--- config.mk ---
export PLATFORM = sky130hd
export DESIGN_NAME = sp_float_compare
export DESIGN_NICKNAME = d
export VERILOG_FILES = /design/src/design/sp_isa_pkg.sv /design/src/design/sp_pipe_pkg.sv /design/src/design/sp_float_compare.sv
export SDC_FILE = /design/constraint.sdc
export NUM_CORES = 1
export LEC_CHECK = 0
export BUFFER_PORTS_ARGS = -buffer_cell sky130_fd_sc_hd__buf_2
export CAP_MARGIN = 20
export CELL_PAD_IN_SITES_DETAIL_PLACEMENT = 0
export CELL_PAD_IN_SITES_GLOBAL_PLACEMENT = 1
export CORE_AREA = 2 2 150 152
export DETAILED_ROUTE_END_ITERATION = 8
export DIE_AREA = 0 0 152 154
export PLACE_DENSITY_LB_ADDON = 0.1
export SLEW_MARGIN = 10
export SYNTH_ARGS = -nofsm -noshare
export SYNTH_HDL_FRONTEND = slang
export SYNTH_SLANG_ARGS = --single-unit
--- constraint.sdc ---
create_clock -name vclk -period 6.55
set_input_delay 0.655 -clock vclk [all_inputs]
set_output_delay 0.655 -clock vclk [all_outputs]
set_load 0.03 [all_outputs]
--- src/design/sp_isa_pkg.sv ---
package sp_isa_pkg;

	parameter int OPC_W = 11;
	parameter int IMM_W = 18;
	parameter int FMT_W = 3;

	typedef enum logic [FMT_W-1:0] {
		FMT_RR   = 3'd0,
		FMT_RRR  = 3'd1,
		FMT_RI8  = 3'd3,
		FMT_RI10 = 3'd4
	} sp_format_e;

	typedef enum logic [3:0] {
		OP_NONE,
		OP_MPY,
		OP_MPYU,
		OP_MPYH,
		OP_MPYA,
		OP_MPYI,
		OP_MPYUI,
		OP_FCEQ,
		OP_FCGT
	} sp_op_e;

	typedef logic [0:OPC_W-1] opcode_t;
	typedef logic [0:IMM_W-1] imm_t;

	parameter logic [0:10] OPC_MPY  = 11'b01111000100;
	parameter logic [0:10] OPC_MPYU = 11'b01111001100;
	parameter logic [0:10] OPC_MPYH = 11'b01111000101;
	parameter logic [0:10] OPC_FCEQ = 11'b01111000010;
	parameter logic [0:10] OPC_FCGT = 11'b01011000010;

	parameter logic [0:3] OPC_MPYA = 4'b1100;   // Matched against opcode bits 7..10

	parameter logic [0:7] OPC_MPYI  = 8'b01110100;   // Matched against opcode bits 3..10
	parameter logic [0:7] OPC_MPYUI = 8'b01110101;

	function automatic logic is_int_op(input sp_op_e kind);
		return kind inside {OP_MPY, OP_MPYU, OP_MPYH, OP_MPYA, OP_MPYI, OP_MPYUI};
	endfunction

endpackage

--- src/design/sp_pipe_pkg.sv ---
package sp_pipe_pkg;

	parameter int LANE_W = 32;
	parameter int LANES  = 4;
	parameter int VEC_W  = LANE_W * LANES;
	parameter int ADDR_W = 7;

	// Big-endian numbering, lane 0 is bits 0..31
	typedef logic [0:VEC_W-1] vec_t;
	typedef logic [0:ADDR_W-1] reg_addr_t;

	parameter int PIPE_DEPTH = 7;
	parameter int FP_TAP = 5;         // Floating results leave one stage early
	parameter int HAZARD_DEPTH = 6;

endpackage

--- src/design/sp_float_compare.sv ---
`timescale 1ns/100ps

module sp_float_compare (
	input  sp_isa_pkg::sp_op_e op_kind,
	input  sp_pipe_pkg::vec_t  ra,
	input  sp_pipe_pkg::vec_t  rb,
	output sp_pipe_pkg::vec_t  result
);

	localparam int W = sp_pipe_pkg::LANE_W;

	for (genvar i = 0; i < sp_pipe_pkg::LANES; i++) begin : g_lane
		logic [W-1:0] a;
		logic [W-1:0] b;
		logic         both_zero;
		logic         eq;
		logic         gt;
		logic         hit;

		assign a = ra[i*W +: W];
		assign b = rb[i*W +: W];
		assign both_zero = (a[W-2:0] == '0) && (b[W-2:0] == '0);   // +0 and -0
		assign eq = (a == b) || both_zero;

		always_comb begin
			if (both_zero) begin
				gt = 1'b0;
			end else if (a[W-1] != b[W-1]) begin
				gt = !a[W-1];                               // Positive side wins
			end else if (!a[W-1]) begin
				gt = a[W-2:0] > b[W-2:0];
			end else begin
				gt = a[W-2:0] < b[W-2:0];                    // Both negative
			end

			case (op_kind)
				sp_isa_pkg::OP_FCEQ: hit = eq;
				sp_isa_pkg::OP_FCGT: hit = gt;
				default:             hit = 1'b0;
			endcase
		end

		assign result[i*W +: W] = {W{hit}};
	end

endmodule

Word level (Yosys, flattened, before mapping)
Index checks and enable logic that the tools add are counted.

storage, ports and cells
  input bits = 260
  output and inout bits = 128
  word-level logic and storage cells = 54
  register bits after elaboration = 0

cells by class
  magnitude comparators = 8
  equal/unequal tests = 10
  muxes and demuxes = 16
  reductions and logical operators = 20

operators by type and width
  operator                                                               count
  31-bit logical NOT                                                     8
  32-bit equality test                                                   4
  31-bit > comparator                                                    4
  31-bit less-than comparator                                            4
  1-bit 2-to-1 mux                                                       12
  1-bit case mux with 2 select lines                                     4
  4-bit by 3-bit equality test with 1-bit output, second input constant  1
  4-bit equality test, second input constant                             1
  1-bit logical AND                                                      4
  1-bit logical NOT                                                      4
  1-bit logical OR                                                       4
  1-bit inequality test                                                  4

Logic depth before layout (Yosys ltp)
Gate-level depths: netlist (run 1).

  word-level depth = 5
  depth in mapped cells = 9
  mapped depth without buffers = 8

Worst setup path before layout (run 1)
OpenSTA, ideal clock, no wires.

  path type = in2out
  from = input rb[50]
  to = output result[32]
  path buffers = 1
  required time = 5,895 ps
  slack = 2,434 ps
  arrival time = 3,461 ps
  cell stages on the path = 9
  cells stage by stage = inv_1 -> ha_1 -> a21oi_1 -> o21ai_1 -> a221o_1 -> a2111o_1 -> o211a_1 -> a211oi_2 -> buf_4

between the ends
  cells in the longest elaborated chain, start to end = 5
  elaborated cells on any way between the ends = 10
  classes of those cells = order compare (2); eq/ne (1); mux (4); reduce/logical (3)

RTL lines
  item                                                                line                                            RTL
  start: declaration                                                  sp_float_compare.sv:6                           input sp_pipe_pkg::vec_t rb,
  31-bit > comparator or 31-bit less-than comparator (tied branches)  sp_float_compare.sv:31, sp_float_compare.sv:33
  1-bit 2-to-1 mux                                                    sp_float_compare.sv:30                          end else if (!a[W-1]) begin
  1-bit 2-to-1 mux                                                    sp_float_compare.sv:28                          end else if (a[W-1] != b[W-1]) begin
  1-bit 2-to-1 mux                                                    sp_float_compare.sv:26                          if (both_zero) begin
  1-bit case mux with 2 select lines (*)                              sp_float_compare.sv:36                          case (op_kind)
  end: declaration                                                    sp_float_compare.sv:7                           output sp_pipe_pkg::vec_t result

Mark *: on every way between the ends. The rest lies on a longest branch, timed or not.

Final worst setup path (run 1)
  from = input ra[106]
  to = output result[123]

between the ends
  cells in the longest elaborated chain, start to end = 5
  elaborated cells on any way between the ends = 10
  classes of those cells = order compare (2); eq/ne (1); mux (4); reduce/logical (3)

RTL lines
  item                                                                line                                            RTL
  start: declaration                                                  sp_float_compare.sv:5                           input sp_pipe_pkg::vec_t ra,
  31-bit > comparator or 31-bit less-than comparator (tied branches)  sp_float_compare.sv:31, sp_float_compare.sv:33
  1-bit 2-to-1 mux                                                    sp_float_compare.sv:30
  1-bit 2-to-1 mux                                                    sp_float_compare.sv:28
  1-bit 2-to-1 mux                                                    sp_float_compare.sv:26
  1-bit case mux with 2 select lines (*)                              sp_float_compare.sv:36

Marked as above.

==> flow_metrics.py, run 1 <==
metrics = {
    "setup_path": {
        "endpoint_kind": "output pin",
        "slowest_stage": "nand3_1",
        "crit_required_ns": 5.89,
        "startpoint_type": "input port",
        "crit_family": "simple AND/OR/NAND/NOR gates",
        "crit_path_max_incr_delay_ns": 0.60,
        "crit_chain": "buf_2 -> ha_1 -> a21oi_1 -> o21ai_0 -> a221oi_1 -> a21boi_0 -> or4b_1 -> nand3_1 -> buf_2",
        "cpMostUsedCell": "buf_2",
        "path_buf_inv": 2,
        "cp.depth": 9,
        "worst-setup-path-type": "in2out",
        "critPathMaxFanout": 32,
        "cp.arrival_ns": 3.36,
    },
    "cells_and_area": {
        "design.seq.count": 0,
        "syn_to_final_growth_pct": 27.78,
        "clkbuf_count": 0,
        "instances_no_fill": 1233,
        "fin_nets": 1335,
        "drive_gt1_share_pct": 42.57,
        "stdcell_area_sq_um": 6274,
        "regArea_sq_um": 0,
    },
    "detailed_routing": {
        "wl_per_cell_um": 15.24,
        "wl_mm": 18.79,
        "first_pass_iters": 4,
        "ant_nets": 0,
        "drc": 0,
        "drt_iter0_drc": 134,
        "via_count": 5509,
        "routed_via_density": 4.468,
    },
    "cts": {
        "cts.repair.resized": 0,
        "cts_setup_buffers": 0,
        "hold_buffers": 0,
    },
    "run": {
        "cap_violations": 0,
    },
    "die": {
        "die_h_um": 154,
        "dieWidth_um": 152,
        "io_pins": 388,
        "initial_core_util_pct": 22.64,
        "core.rowCount": 54,
        "core_sq_um": 21690,
        "die_area_sq_um": 23410,
    },
    "place": {
        "gp_congestion": 0.8131,
        "dp_cells": 1229,
        "io_buffers": 388,
        "hpwl_mm": 17.87,
        "pre_cts_ws_ns": 2.483,
        "dpl-instance-area_sq_um": 6264,
    },
    "logic_synthesis": {
        "yosysMostFrequentCell": "buf_4",
        "syn_inst": 686,
        "synthTopCellsByArea": "ha_1 32%, buf_4 20%, inv_1 9.6%",
        "yosysTopAreaCell": "ha_1",
        "synth_area_sq_um": 4910,
        "yosysSeqAreaShare_pct": 0,
        "yosysTopAreaCellShare_pct": 31.60,
        "yosysUniqueCellTypes": 39,
        "syn_nets": 1070,
        "synthTopCellsByCount": "128 x buf_4, 125 x inv_1, 124 x ha_1",
        "syn_area_per_cell_sq_um": 7.157,
        "yosysWarnings": 0,
    },
    "timing": {
        "fin_crit_sh_pct": 61.28,
        "rsz0062_at_grt": "no",
        "finalCriticalPeriod_ns": 4.014,
        "timing.fmax_ghz": 0.2491,
        "layout_setup_ws_ns": 2.536,
        "slew_headroom_pct": 47.66,
        "drv_slew": 0,
        "setup_viol": 0,
        "finalHoldViolCount": 0,
        "max_slew.worst_pin.slew_ns": 0.7830,
        "tns_ns": 0,
    },
    "grt": {
        "grt_pass1_wl_mm": 28.81,
        "antenna_found_initial": 5,
        "grt.total_usage_pct": 14.95,
        "grt_max_degree": 33,
        "grt_pass1_vias": 5618,
        "grt-ovfl-total": 0,
    },
    "pwr": {
        "power.total_w": 0.0003590,
        "cellPowerDensity_nw_per_um2": 57.23,
        "vdd_drop_max_uv": 16.60,
        "leakage_nw": 3.892,
    },
    "worst_hold_path": {
        "holdCritPathClass": "in2out",
        "holdCritStartpoint": "ra[95]",
        "hold_end": "result[94]",
        "holdPathStages": 5,
    },
    "status": {
        "status": "complete, no violations",
    },
}
==> tightest hold or removal path, stage by stage <==
cell and delay [ns]:
buf_2 0.10, o211a_1 0.15, a211oi_2 0.04, buf_4 0.19, buf_2 0.20
==> cell usage in the layout, fill, tap and decap left out, drive strengths merged, types with 2 or more instances in the layout <==
master,n
buf,391
inv,125
ha,124
nor4,62
a21oi,45
nand4,35
nor2,27
nand3,19
nand2,18
o21ai,16
a21o,12
and4,10
a211oi,9
nor2b,6
o31ai,5
a21boi,5
diode,4
a221oi,4
nand3b,4
xnor2,4
nor3,3
a221o,3
a2111o,3
or4,3
o211a,3
or4b,2
and4bb,2
==> cell families (layout without fill, tap and decap cells) <==
logic type | Yosys count | after routing | synth area share [%]
other cells | 0 | 4 | 0
compound gates | 108 | 108 | 14.40
simple gates | 197 | 197 | 24.16
fa+ha+maj | 124 | 124 | 31.60
buf+inv | 253 | 516 | 29.13
xor+xnor | 4 | 4 | 0.7135
==> worst max-delay path by stage <==
stage	to	startpoint
after detailed placement	result[114]	ra[106]
after CTS	result[114]	ra[106]
after global routing	result[123]	ra[106]
after global placement	result[115]	ra[106]
final	result[123]	ra[106]
after floorplan	result[32]	rb[50]
==> cell type report <==
type / count / area, sq um
multi-input combinational: 433 / 3480
fill: 2463 / 15410
timing repair buffer: 391 / 1964
tap: 280 / 350.3
inverter: 125 / 469.2
antenna: 4 / 10.01
==> per-stage QoR <==
stage	utilization, %	hold slack, ns
global route	28.91	2.038
floorplan	-	1.814
detailed placement	28.88	2.009
finish	28.93	1.998
CTS	28.88	2.011
global placement	28.88	2.005
==> per-layer routing <==
metal | GRT usage [%] | wire [um] | part of all wire (%)
met5 | 0 | 13 | 0.069
met4 | 2.047 | 257 | 1.4
met3 | 1.578 | 1019 | 5.4
met2 | 28.87 | 9415 | 50
met1 | 18.12 | 8083 | 43
==> report_power, final <==
group | internal (W) | switching [W] | leakage, nW
registers | 0 | 0 | 0
clock network | 0.0000000000817 | 0 | 0.0000254
logic | 0.000153 | 0.000206 | 3.89
(Power assumes the default switching activity.)
==> run 2, diff against run 1 <==
Settings changed: CORE_AREA 2 2 150 152 to 2 2 151 153, DIE_AREA 0 0 152 154 to 0 0 153 155.
Clock period 6.55 ns to 3.8 ns, I/O delays scaled along.
==> run 2 against run 1 <==
  * First-iteration DRC count fell by 32%
  * Via count rose by 0.33%
  * Cell area rose by 0.22%
  * Core utilization fell by 0.64 points
  * Routed wire length fell by 1.1%
  * Worst setup slack got worse by 1.9 ns
  * Clock-buffer cell count did not move
  * Non-clock buffer count rose by 1
  * Combinational power rose by 72%
  * Sequential cell count did not move
  * Critical path depth rose by 2
  * Global-route usage fell by 0.36 points
  * Critical endpoint is now result[6]
==> flow_metrics.py, run 2 (synthesis gave the netlist of run 1 again) <==
metrics = {
    "status": {
        "status": "complete, no violations",
    },
    "detailed_routing": {
        "routed_via_density": 4.472,
        "wl_per_cell_um": 15.04,
        "drc": 0,
        "wl_mm": 18.59,
        "drt_iter0_drc": 91,
        "via_count": 5527,
        "ant_nets": 0,
        "first_pass_iters": 4,
    },
    "worst_hold_path": {
        "holdCritPathClass": "in2out",
        "holdCritStartpoint": "ra[95]",
    },
    "timing": {
        "timing.fmax_ghz": 0.3144,
        "fin_crit_sh_pct": 83.71,
        "finalHoldViolCount": 0,
        "tns_ns": 0,
        "drv_slew": 0,
        "max_slew.worst_pin.slew_ns": 0.6182,
        "whs_ns": 1.450,
        "rsz0062_at_grt": "no",
        "setup_viol": 0,
        "finalCriticalPeriod_ns": 3.181,
        "slew_headroom_pct": 58.40,
    },
    "cells_and_area": {
        "mostFrequentLayoutCells": "388 x buf_2, 125 x inv_1, 124 x ha_1",
        "clkbuf_count": 0,
        "regArea_sq_um": 0,
        "design.seq.count": 0,
        "drive_gt1_share_pct": 42.63,
        "fin_nets": 1336,
        "syn_to_final_growth_pct": 28.06,
        "final_common_cell": "buf_2",
        "instances_no_fill": 1236,
    },
    "grt": {
        "grt_max_degree": 33,
        "antenna_found_initial": 1,
        "grt_pass1_wl_mm": 28.49,
        "grt.total_usage_pct": 14.59,
        "grt-ovfl-total": 0,
        "grt_pass1_vias": 5569,
    },
    "die": {
        "core_sq_um": 22230,
        "die_h_um": 155,
        "die_area_sq_um": 23720,
        "dieWidth_um": 153,
        "initial_core_util_pct": 22.09,
        "io_pins": 388,
        "core.rowCount": 55,
    },
    "pwr": {
        "vdd_drop_max_uv": 25.83,
        "leakage_nw": 3.897,
        "cellPowerDensity_nw_per_um2": 98.32,
    },
    "place": {
        "io_buffers": 388,
        "hpwl_mm": 17.75,
        "dp_cells": 1235,
        "gp_congestion": 0.8241,
    },
    "cts": {
        "cts_setup_buffers": 0,
        "cts.repair.resized": 0,
        "hold_buffers": 0,
    },
    "setup_path": {
        "crit_path_start": "rb[21]",
        "critPathMaxFanout": 32,
        "crit_required_ns": 3.42,
        "worst-setup-path-type": "in2out",
        "startpoint_type": "input port",
        "endpoint_kind": "output pin",
        "cp.arrival_ns": 2.80,
    },
    "run": {
        "cap_violations": 0,
    },
}
-- run 2: cell count changes in the layout (fill, tap and decap cells not counted) --
cell | before | now
a211oi_4 | 0 | 1
diode_2 | 4 | 1
buf_4 | 3 | 4
a211oi_2 | 3 | 2
-- run 2: layer usage --
layer  vias to the layer above  global-route usage (%)  routed length [um]
li1                       2884                       -                   -
met1                      2416                   17.99                8124
met2                       213                   27.82                9162
met3                        14                   1.783                1055
met4                         0                   1.720                 248
met5                         -                       0                   0
-- run 2: path summary, 6_finish.rpt --
check,end,cells after the start
max,result[6],11
min,result[89],5
-- run 2: metrics by stage --
stage | power (W) | instance area (sq um) | worst slack (ns) | utilization (%)
3_5_place_dp | 0.0006229 | 6285 | 0.5753 | 28.27
4_1_cts | 0.0006271 | 6285 | 0.5480 | 28.27
2_1_floorplan | 0.0003745 | 4910 | 0.2339 | -
5_1_grt | 0.0007000 | 6287 | 0.2998 | 28.29
3_3_place_gp | 0.0006327 | 6285 | 0.5792 | 28.27
6_report | 0.0006181 | 6287 | 0.6191 | 28.29
-- run 2: final cells by class --
type | instances | area, sq um
timing repair buffer | 392 | 1972
antenna | 1 | 2.502
fill | 2518 | 15940
multi-input combinational | 433 | 3487
inverter | 125 | 469.2
tap | 285 | 356.6
-- run 2: power by group --
| group | switching [W] | internal [W] |
|---|---|---|
| clock | 0 | 0.0000000000352 |
| sequential | 0 | 0 |
| combinational | 0.000354 | 0.000265 |
-- run 2: critical path, cell delays in order --
cell	delay [ns]
buf_2	0.09
inv_1	0.04
ha_1	0.30
and4_1	0.22
nor4bb_1	0.52
nand4_1	0.19
a21oi_1	0.22
nor2_1	0.07
a211oi_2	0.24
buf_4	0.27
buf_2	0.24
==> run 3, diff against run 2 <==
Clock period 3.8 ns to 2.7 ns, I/O delays scaled along.
==> run 3 against run 2 <==
  * The run now ends with negative setup slack left
  * Combinational power grew 94%
  * Core utilization grew 11 points
  * Die area is the same
  * Critical path type unchanged
==> flow_metrics.py, run 3 (synthesis gave the netlist of run 1 again) <==
metrics = {
    "timing": {
        "fin_crit_sh_pct": 103.7,
        "rsz0062_at_grt": "yes",
        "layout_setup_ws_ns": -0.1002,
        "drv_slew": 0,
        "slew_headroom_pct": 74.75,
        "timing.fmax_ghz": 0.3571,
        "finalCriticalPeriod_ns": 2.800,
        "tns_ns": -5.644,
        "setup_viol": 96,
        "finalHoldViolCount": 0,
        "max_slew.worst_pin.slew_ns": 0.3752,
        "whs_ns": 1.205,
    },
    "pwr": {
        "vdd_drop_max_uv": 61.42,
        "switching_share_pct": 50.59,
        "cellPowerDensity_nw_per_um2": 137.8,
        "intPower_w": 0.0005950,
        "power_frac_clock_pct": 0,
        "leakage_nw": 4.464,
        "p_switching_w": 0.0006092,
        "power.total_w": 0.001204,
        "pwr-share-comb_pct": 100.0,
        "seqPwrFrac_pct": 0,
    },
    "cells_and_area": {
        "multi_input_area_sq_um": 4232,
        "mostFrequentLayoutCells": "252 x buf_2, 98 x inv_1, 87 x ha_1",
        "final_util_pct": 39.31,
        "fill_cells": 2349,
        "final_common_cell": "buf_2",
        "clkbuf_count": 0,
        "instances_no_fill": 1309,
        "syn_to_final_growth_pct": 77.96,
        "design.seq.count": 0,
        "fin_nets": 1409,
        "regArea_sq_um": 0,
        "drive_gt1_share_pct": 57.48,
    },
    "detailed_routing": {
        "routed_via_density": 4.494,
        "first_pass_iters": 4,
        "drc": 0,
        "wl_per_cell_um": 15.96,
        "via_count": 5883,
        "ant_nets": 0,
        "drt_iter0_drc": 114,
        "wl_mm": 20.90,
    },
    "setup_path": {
        "cp.arrival_ns": 2.53,
        "worst-setup-path-type": "in2out",
        "crit_path_start": "rb[52]",
        "path_buf_inv": 4,
        "endpoint_kind": "output pin",
        "crit_chain": "buf_2 -> inv_2 -> ha_4 -> and4_1 -> a221o_1 -> a2111o_1 -> o211a_1 -> a211oi_4 -> buf_12 -> buf_2",
        "crit_required_ns": 2.43,
        "worst_setup_path_endpoint": "result[38]",
        "cpMostUsedCell": "buf_2",
        "cp.depth": 10,
        "startpoint_type": "input port",
        "crit_path_max_incr_delay_ns": 0.45,
        "critPathMaxFanout": 32,
        "slowest_stage": "a2111o_1",
        "crit_family": "compound AO/OA/AOI/OAI gates",
    },
    "grt": {
        "grt.total_usage_pct": 15.37,
        "antenna_found_initial": 2,
        "grt-ovfl-total": 0,
        "grt_pass1_vias": 5868,
        "grt_max_degree": 33,
        "grt_pass1_wl_mm": 29.95,
    },
    "run": {
        "cap_violations": 0,
    },
    "die": {
        "dieWidth_um": 153,
        "core.rowCount": 55,
        "io_pins": 388,
        "initial_core_util_pct": 22.09,
        "die_area_sq_um": 23720,
        "core_sq_um": 22230,
        "die_h_um": 155,
    },
    "place": {
        "io_buffers": 388,
        "gp_congestion": 0.8420,
        "hpwl_mm": 18.10,
        "dp_cells": 1290,
    },
    "status": {
        "status": "finished with violations",
        "violations": "negative setup slack",
    },
    "worst_hold_path": {
        "holdCritPathClass": "in2out",
    },
    "cts": {
        "hold_buffers": 0,
    },
}
-- run 3: cell types whose count changed in the layout (fill, tap and decap cells not counted), sizes merged --
cell,change
buf,+52
clkbuf,+21
-- run 3: worst min-delay path, stage by stage --
cell      delay [ns]
buf_2           0.10
o211a_1         0.18
a211oi_4        0.05
buf_12          0.15
buf_4           0.17
-- run 3: per-layer routing --
metal	wire [um]	track usage [%]	share of wire, %
met5	7	0	0.033
met4	39	0.4850	0.19
met3	916	1.448	4.4
met2	11840	32.31	57
met1	8095	17.37	39
-- run 3: power groups by stage --
| stage | logic, W | registers, W | clock network [W] |
|---|---|---|---|
| floorplan | 0.000563 | 0 | 0 |
| finish | 0.00120 | 0 | 0.0000000000495 |
| CTS | 0.00109 | 0 | 0 |
| global placement | 0.00101 | 0 | 0 |
| detailed placement | 0.00100 | 0 | 0 |
| global route | 0.00133 | 0 | 0 |
-- run 3: repair_timing --
action                     CTS  global route
setup buffers                5             3
cloned                       3             7
setup endpoints to repair  128           128
resized for setup          205           190
pin swaps                    7            20
-- run 3: how the worst min path moves through the flow --
stage	start	endpoint	slack [ns]	cells past startpoint
global route	ra[63]	result[55]	1.23	5
global placement	ra[95]	result[70]	1.20	5
floorplan	ra[63]	result[33]	0.99	3
CTS	ra[63]	result[50]	1.20	5
finish	ra[63]	result[35]	1.21	5
detailed placement	ra[63]	result[52]	1.20	5
-- run 3: area by class of cell --
cell class,instances,area share [%]
Tap cell,285,4.081
Antenna cell,1,0.02864
Multi-Input combinational cell,433,48.43
Inverter,125,5.886
Timing Repair Buffer,465,41.57
-- run 3: stage by stage --
| stage | worst slack (ns) | instance area, sq um |
|---|---|---|
| floorplan | -0.2847 | 5256 |
| detailed placement | -0.2022 | 7066 |
| CTS | -0.1128 | 7860 |
| finish | -0.1002 | 8737 |
| global placement | -0.2140 | 7066 |
| global route | -0.1851 | 8735 |
